`config.mk`:
```
export PLATFORM = sky130hd
export DESIGN_NAME = coreControl_flat
export DESIGN_NICKNAME = d
export VERILOG_FILES = /design/src/common/tinkerPkg.sv /design/src/common/decodeIf.sv /design/src/control/coreControl.sv /design/src/flat_wrapper.sv
export SDC_FILE = /design/constraint.sdc
export NUM_CORES = 1
export LEC_CHECK = 0
export BUFFER_PORTS_ARGS = -buffer_cell sky130_fd_sc_hd__buf_4
export CAP_MARGIN = 0
export CORE_MARGIN = 1
export CORE_UTILIZATION = 47
export CTS_CLUSTER_SIZE = 20
export DETAILED_ROUTE_END_ITERATION = 8
export PLACE_DENSITY = 0.88
export SLEW_MARGIN = 25
export SYNTH_ARGS = -nofsm -noshare
export SYNTH_HDL_FRONTEND = slang
export SYNTH_SLANG_ARGS = --single-unit
```
`constraint.sdc`:
```
create_clock -name clk -period 2 [get_ports clk]
set_input_delay 0.4 -clock clk [delete_from_list [all_inputs] [get_ports clk]]
set_output_delay 0.4 -clock clk [all_outputs]
set_load 0.02 [all_outputs]
```
`src/common/tinkerPkg.sv`:
```
package tinkerPkg;

    // ------------------------------------------------------------------------
    // Widths with a meaning
    // ------------------------------------------------------------------------
    typedef logic [63:0] wordT;     // Register value, address or data word
    typedef logic [31:0] instrT;    // One instruction
    typedef logic [4:0]  regIndexT; // Register number
    typedef logic [11:0] literalT;  // Literal field, zero-extended on use

    // Kept opcodes only, others decode as no-ops
    typedef enum logic [4:0] {
        OP_AND    = 5'h00,
        OP_OR     = 5'h01,
        OP_XOR    = 5'h02,
        OP_NOT    = 5'h03,
        OP_SHR    = 5'h04,
        OP_SHRI   = 5'h05,
        OP_SHL    = 5'h06,
        OP_SHLI   = 5'h07,
        OP_JMPR   = 5'h08,
        OP_JMPA   = 5'h09,
        OP_JMPAI  = 5'h0A,
        OP_BRNZ   = 5'h0B,
        OP_CALL   = 5'h0C,
        OP_RETURN = 5'h0D,
        OP_BRGT   = 5'h0E,
        OP_HLT    = 5'h0F,
        OP_LOAD   = 5'h10,
        OP_MOV    = 5'h11,
        OP_LI     = 5'h12,
        OP_STORE  = 5'h13,
        OP_ADD    = 5'h18,
        OP_ADDI   = 5'h19,
        OP_SUB    = 5'h1A,
        OP_SUBI   = 5'h1B,
        OP_MUL    = 5'h1C
    } opcodeT;

    // Instruction phases
    typedef enum logic [2:0] {
        FETCH         = 3'd0,
        DECODE        = 3'd1,
        EXECUTE       = 3'd2,
        MEMORY_ACCESS = 3'd3,
        WRITE_BACK    = 3'd4,
        HALTED        = 3'd5 // Sticky until reset
    } coreStateT;

    // ------------------------------------------------------------------------
    // Constants
    // ------------------------------------------------------------------------
    localparam regIndexT StackReg = 5'd31;         // Stack pointer
    localparam int DefaultMemBytes = 65536;        // Power of two
    localparam wordT DefaultResetPc = 64'h2000;    // First fetch address

endpackage

```
`src/common/decodeIf.sv`:
```
`timescale 1ns/10ps

interface decodeIf
    import tinkerPkg::*;
();

    opcodeT   opcode;  // Latched opcode
    regIndexT rd;      // Destination, also store base and jump target
    regIndexT rs;      // Source, already remapped to rd for immediates
    regIndexT rt;      // Second source
    literalT  literal; // Raw 12-bit literal

    modport ctrl (output opcode, rd, rs, rt, literal);
    modport exec (input opcode, rd, rs, rt, literal);
    modport regs (input rd, rs, rt);

endinterface

```
`src/control/coreControl.sv`:
```
`timescale 1ns/10ps

module coreControl
    import tinkerPkg::*;
(
    input  logic  clk,
    input  logic  reset,
    input  instrT instruction, // From fetch port, valid while PC holds
    decodeIf.ctrl dec,
    output logic  execStrobe,
    output logic  memStrobe,
    output logic  pcStrobe,
    output logic  regWrite,
    output logic  hlt
);

    coreStateT state;
    coreStateT nextState;

    opcodeT   newOpcode; // Fields of the instruction at PC
    regIndexT newRd;

    assign newOpcode = opcodeT'(instruction[31:27]);
    assign newRd     = instruction[26:22];

    // ------------------------------------------------------------------------
    // Field latch, captured at the end of DECODE
    // ------------------------------------------------------------------------
    always_ff @(posedge clk or posedge reset) begin
        if (reset) begin
            dec.opcode  <= OP_AND;
            dec.rd      <= '0;
            dec.rs      <= '0;
            dec.rt      <= '0;
            dec.literal <= '0;
        end else if (state == DECODE) begin
            dec.opcode  <= newOpcode;
            dec.rd      <= newRd;
            dec.rt      <= instruction[16:12];
            dec.literal <= instruction[11:0];
            // Immediate forms read their own destination
            case (newOpcode)
                OP_ADDI, OP_SUBI, OP_SHRI, OP_SHLI, OP_LI: dec.rs <= newRd;
                default: dec.rs <= instruction[21:17];
            endcase
        end
    end

    // State register
    always_ff @(posedge clk or posedge reset) begin
        if (reset) begin
            state <= FETCH;
        end else begin
            state <= nextState;
        end
    end

    // Next state from the latched opcode
    always_comb begin
        nextState = state;
        case (state)
            FETCH:  nextState = DECODE;
            DECODE: nextState = EXECUTE;
            EXECUTE: begin
                case (dec.opcode)
                    OP_LOAD, OP_STORE, OP_CALL, OP_RETURN: nextState = MEMORY_ACCESS;
                    OP_HLT: nextState = HALTED;
                    OP_ADD, OP_ADDI, OP_SUB, OP_SUBI, OP_MUL,
                    OP_AND, OP_OR, OP_XOR, OP_NOT,
                    OP_SHR, OP_SHRI, OP_SHL, OP_SHLI,
                    OP_MOV, OP_LI: nextState = WRITE_BACK;
                    default: nextState = FETCH; // Jumps, branches, unknown no-ops
                endcase
            end
            MEMORY_ACCESS: nextState = (dec.opcode == OP_LOAD) ? WRITE_BACK : FETCH;
            WRITE_BACK:    nextState = FETCH;
            HALTED:        nextState = HALTED;
            default:       nextState = FETCH;
        endcase
    end

    // ------------------------------------------------------------------------
    // Phase strobes
    // ------------------------------------------------------------------------
    assign execStrobe = (state == EXECUTE);
    assign memStrobe  = (state == MEMORY_ACCESS);
    assign pcStrobe   = (nextState == FETCH); // Last state of the instruction
    assign regWrite   = (state == WRITE_BACK);
    assign hlt        = (state == HALTED);

    // Halt is sticky
    hltSticky : assert property (@(posedge clk) disable iff (reset) hlt |=> hlt);

endmodule

```
`src/flat_wrapper.sv`:
```
// flat-port wrapper written by rule: the top's interface ports become plain ports
module coreControl_flat import tinkerPkg::*;
  (clk, reset, instruction, execStrobe, memStrobe, pcStrobe, regWrite, hlt, dec_opcode, dec_rd, dec_rs, dec_rt, dec_literal);
  decodeIf dec_i ();
  input  logic clk;
  input  logic reset;
  input  instrT instruction;
  output logic execStrobe;
  output logic memStrobe;
  output logic pcStrobe;
  output logic regWrite;
  output logic hlt;
  output wire logic [$bits(dec_i.opcode)-1:0] dec_opcode;
  output wire logic [$bits(dec_i.rd)-1:0] dec_rd;
  output wire logic [$bits(dec_i.rs)-1:0] dec_rs;
  output wire logic [$bits(dec_i.rt)-1:0] dec_rt;
  output wire logic [$bits(dec_i.literal)-1:0] dec_literal;
  assign dec_opcode = dec_i.opcode;
  assign dec_rd = dec_i.rd;
  assign dec_rs = dec_i.rs;
  assign dec_rt = dec_i.rt;
  assign dec_literal = dec_i.literal;
  coreControl u_core (.clk(clk), .reset(reset), .instruction(instruction), .dec(dec_i), .execStrobe(execStrobe), .memStrobe(memStrobe), .pcStrobe(pcStrobe), .regWrite(regWrite), .hlt(hlt));
endmodule
```
# Yosys cells after proc, flatten, opt, wreduce, memory -nomap -nowiden

Memories as Yosys holds them, arrays and structs flattened.
Cells that the tools add are included.

Bits of input ports: 34
Word-level logic and storage cells: 24
Memories kept: 1
Register bits: 35
Memory bits (read-only): 96
Output and inout port bits: 37

Reductions and logical operators: 3
Mux-type cells: 3
Equality and inequality tests: 11

Memories:

| name             | words | bits a word | rd ports | clocked after memory_dff | wr ports | line              | RTL |
|---|---|---|---|---|---|---|---|
| (name not given) | 32    | 3           | 1        | 0                        | 0        | coreControl.sv:65 | `case (dec.opcode)` |

Operators with widths:

| cell                                                                  | number |
|---|---|
| 5-bit equality test, second input constant                            | 4 |
| 3-bit case mux with 5 select lines                                    | 1 |
| 5-bit by 3-bit equality test with 1-bit output, second input constant | 2 |
| 3-bit by 2-bit equality test with 1-bit output, second input constant | 2 |
| 3-bit equality test, second input constant                            | 2 |
| 3-bit logical NOT                                                     | 2 |
| 5-bit 2-to-1 mux                                                      | 1 |
| 5-bit OR reduction                                                    | 1 |
| 3-bit by 1-bit equality test with 1-bit output, second input constant | 1 |
| 3-bit 2-to-1 mux                                                      | 1 |

# Longest topological paths before layout

Depth after elaboration: 4
Mapped depth: 6
Mapped depth without buffers: 6

# Worst setup path before layout

Ideal clock, no wire load.

Kind: reg2out
Start point: register u_core.dec.opcode[1]
End point: output pcStrobe
Cell stages (with the launch flop): 7
Required time: 1.600 ns
Path slack: -0.295 ns
Data arrival time: 1.895 ns
Buffers on the path: 0
Cells stage by stage: dfrtp_1 > inv_1 > ha_1 > nor2b_1 > o22ai_1 > a2111oi_4 > a2111oi_2

Cells in the longest elaborated chain, start to end: 4
Elaborated cells on any way between the ends: 5
Those cells by class: eq/ne: 1; mux: 2; reduce/logical: 1; memory: 1

Ends and longest elaborated chain:

| what                                                           | line               | RTL |
|---|---|---|
| start: declaration                                             | decodeIf.sv:13     | `modport ctrl (output opcode, rd, rs, rt, literal);` |
| start signal: assignment                                       | coreControl.sv:37  | `dec.opcode <= newOpcode;` |
| branches (longest 2 deep; another with memory read 32 x 3 bit) | -                  |  |
| 3-bit case mux with 5 select lines (*)                         | coreControl.sv:61  | `case (state)` |
| 3-bit logical NOT (*)                                          | coreControl.sv:87  | `assign pcStrobe = (nextState == FETCH);` |
| end: declaration                                               | flat_wrapper.sv:10 | `output logic pcStrobe;` |

Every way passes the cells marked *.

# Worst setup path after layout

Same ends and word-level chain as after synthesis.

==> flow_summary.ini <==
[power_and_ir_drop]
power_mw = 3.981
p_per_area_nw_per_um2 = 1683
leakagePower_nw = 1.222
ir_drop_mv = 0.9589

[grt]
grt_antenna_before_repair = 0
grt_pass1_vias = 1496
grt_max_degree = 30
overflow = 0
grt_first_pass_wirelength_um = 6292
grtUsageTotal = 0.2362

[sta]
max_freq_ghz = 0.4319
period_share = 1.158
setup_slack_ns = -0.3151
finalSetupViolations = 1
holdWs_ns = 0.09599
finalClockSkew_ns = 0.009720
hold_violations = 0
relSlewSlack = 0.6422
setup_tns_ns = -0.3151
drv_slew = 0
rsz0062_at_grt = true
max_slew.worst_pin.slew_ns = 0.5360
post-route-min-period_ns = 2.315

[cells_and_area]
final_common_cell = buf_4
syn2layout_area_growth_pct = 45.57
drive_gt1_frac = 0.3933
final_cell_mix = buf_4, nand2_1, dfrtp_1
fin_util = 0.7445
final_cell_area_um2 = 2366
fin_nets = 303
final_cells = 311
antenna_cells = 0

[clock_tree]
clk_path_buf_depth = 2
htree_levels = 2
cts_root_buf = clkbuf_4
cts.sinks = 35
numCtsBuffers = 5
cts_tree = done
clkLatencyLatePin_ns = 0.33
cts.clk_slew.worst_paths_ns = 0.10

[yosys]
ys_ff_latch = 35
yosysUniqueCellTypes = 32
synth_area_um2 = 1625
synth_cells = 185
yosysSeqAreaShare = 0.5389
syn_avg_cell_area_um2 = 8.785
yosys_warnings = 0
synth_fp_nets = 222

[drt]
wirelength_um = 4051
via_count = 1560
ant_nets = 0
avgViaCountPerCell = 5.016
wire_per_inst_um = 13.03
drt-initial-drc-count = 58
first_pass_iters = 4
drc = 0

[floorplan]
core_area_um2 = 3178
fp.dieArea_um2 = 3697
row_count = 20
io_pins = 71
dieHeight_um = 60.81
start_util = 0.5114
fp.dieW_um = 60.81

[placement]
place.gp.congestion = 0.9611
portBuffers = 70
pre_cts_slack_ns = -0.02249
place_area_um2 = 2270
dp.cells = 301
dpl.hpwl_um = 2938

[run_status]
status = finished, violations left
violations = negative setup slack

[min_path]
hp-class = input port to async pin

[worst_setup_path]
r2r_cells = 6
cp.arrival_ns = 1.92
reg2reg_to = u_core.state[2]
critPathLaunchType = flip-flop
end_kind = output pin
critical_path_class = flip-flop to output pin
rrSetupSlack_ns = 0.36
cp_data_required_time_ns = 1.60
cp_max_fo = 3
rr_startpoint = u_core.dec.opcode[1]

[run]
drv_cap = 0
## worst max-delay path: stages (launching register included)
cell,delay (ns)
dfrtp_2,0.39
inv_2,0.06
ha_4,0.27
nor4b_2,0.05
a41oi_2,0.20
o21ai_2,0.09
a2111oi_4,0.32
buf_4,0.20
## synth_stat cells
| master | instances | share of area |
|---|---|---|
| a2111oi_2 | 1 | 0.0092 |
| a2111oi_4 | 1 | 0.017 |
| a21oi_1 | 1 | 0.0031 |
| a31oi_1 | 5 | 0.019 |
| a41oi_1 | 1 | 0.0054 |
| and2_1 | 1 | 0.0039 |
| and3_4 | 1 | 0.0069 |
| and4_1 | 1 | 0.0054 |
| and4bb_2 | 1 | 0.0077 |
| buf_2 | 6 | 0.018 |
| dfrtp_1 | 35 | 0.54 |
| ha_1 | 3 | 0.023 |
| inv_1 | 7 | 0.016 |
| inv_2 | 1 | 0.0023 |
| nand2_1 | 76 | 0.18 |
| nand2b_1 | 2 | 0.0077 |
| nand2b_2 | 1 | 0.0054 |
| nand3_1 | 5 | 0.015 |
| nand3b_1 | 1 | 0.0046 |
| nand4bb_1 | 1 | 0.0069 |
| nor2_1 | 12 | 0.028 |
| nor2_2 | 1 | 0.0039 |
| nor2b_1 | 2 | 0.0077 |
| nor3b_1 | 1 | 0.0046 |
| nor4b_1 | 1 | 0.0054 |
| o211ai_1 | 1 | 0.0046 |
| o21a_1 | 1 | 0.0046 |
| o21ai_0 | 11 | 0.034 |
| o21ai_1 | 1 | 0.0031 |
| o22ai_1 | 1 | 0.0039 |
| o31ai_1 | 1 | 0.0046 |
| or3_1 | 1 | 0.0039 |
## logic make-up after synthesis
| logic type | after synthesis | share of synthesized area |
|---|---|---|
| simple gates | 108 | 0.2925 |
| fa+ha+maj | 3 | 0.02310 |
| buf+inv | 14 | 0.03695 |
| compound gates | 25 | 0.1085 |
| flops | 35 | 0.5389 |
## per-layer routing
metal / GRT usage / wire length (um) / vias to the layer above
met5: 0 / 0 / -
met4: 0.07143 / 34 / 0
li1: - / - / 764
met3: 0.07249 / 289 / 6
met2: 0.4160 / 2052 / 59
met1: 0.2770 / 1674 / 731
## registers in the layout (all words and copies together) (netlist names)
signal and flops:
u_core.dec.literal 12, u_core.dec.opcode 5, u_core.dec.rs 5, u_core.dec.rd 5, u_core.dec.rt 5, u_core.state 3
## worst max path at each step
stage / from / slack [ns] / to / cells after the start
3_5_place_dp: u_core.dec.opcode[0] / -0.02 / pcStrobe / 7
6_report: u_core.dec.opcode[1] / -0.32 / pcStrobe / 7
5_1_grt: u_core.dec.opcode[1] / -0.40 / pcStrobe / 7
2_1_floorplan: u_core.dec.opcode[1] / 0.0005 / pcStrobe / 6
3_3_place_gp: u_core.dec.opcode[0] / 0.03 / pcStrobe / 7
4_1_cts: u_core.dec.opcode[0] / -0.28 / pcStrobe / 7
## area by class of cell
type / count / area (um2)
timing repair buffer: 80 / 600.6
fill: 243 / 812.0
multi-input combinational: 136 / 748.2
inverter: 8 / 30.03
clock inverter: 2 / 12.51
clock buffer: 6 / 41.29
tap: 44 / 55.05
sequential: 35 / 878.3
## power breakdown
group	total, mW	switching (mW)	internal, mW
combinational	2.27	1.29	0.982
clock	0.365	0.230	0.136
sequential	1.35	0.289	1.06
total	3.98	1.81	2.18
## what timing repair did
item | in CTS | in global routing
pin swaps | 5 | 0
setup buffers | 2 | 0
hold buffers | 0 | 0
gates resized for setup | 5 | 1
setup endpoints to repair | 1 | 2
No activity file was read; power rests on OpenSTA's default activity.
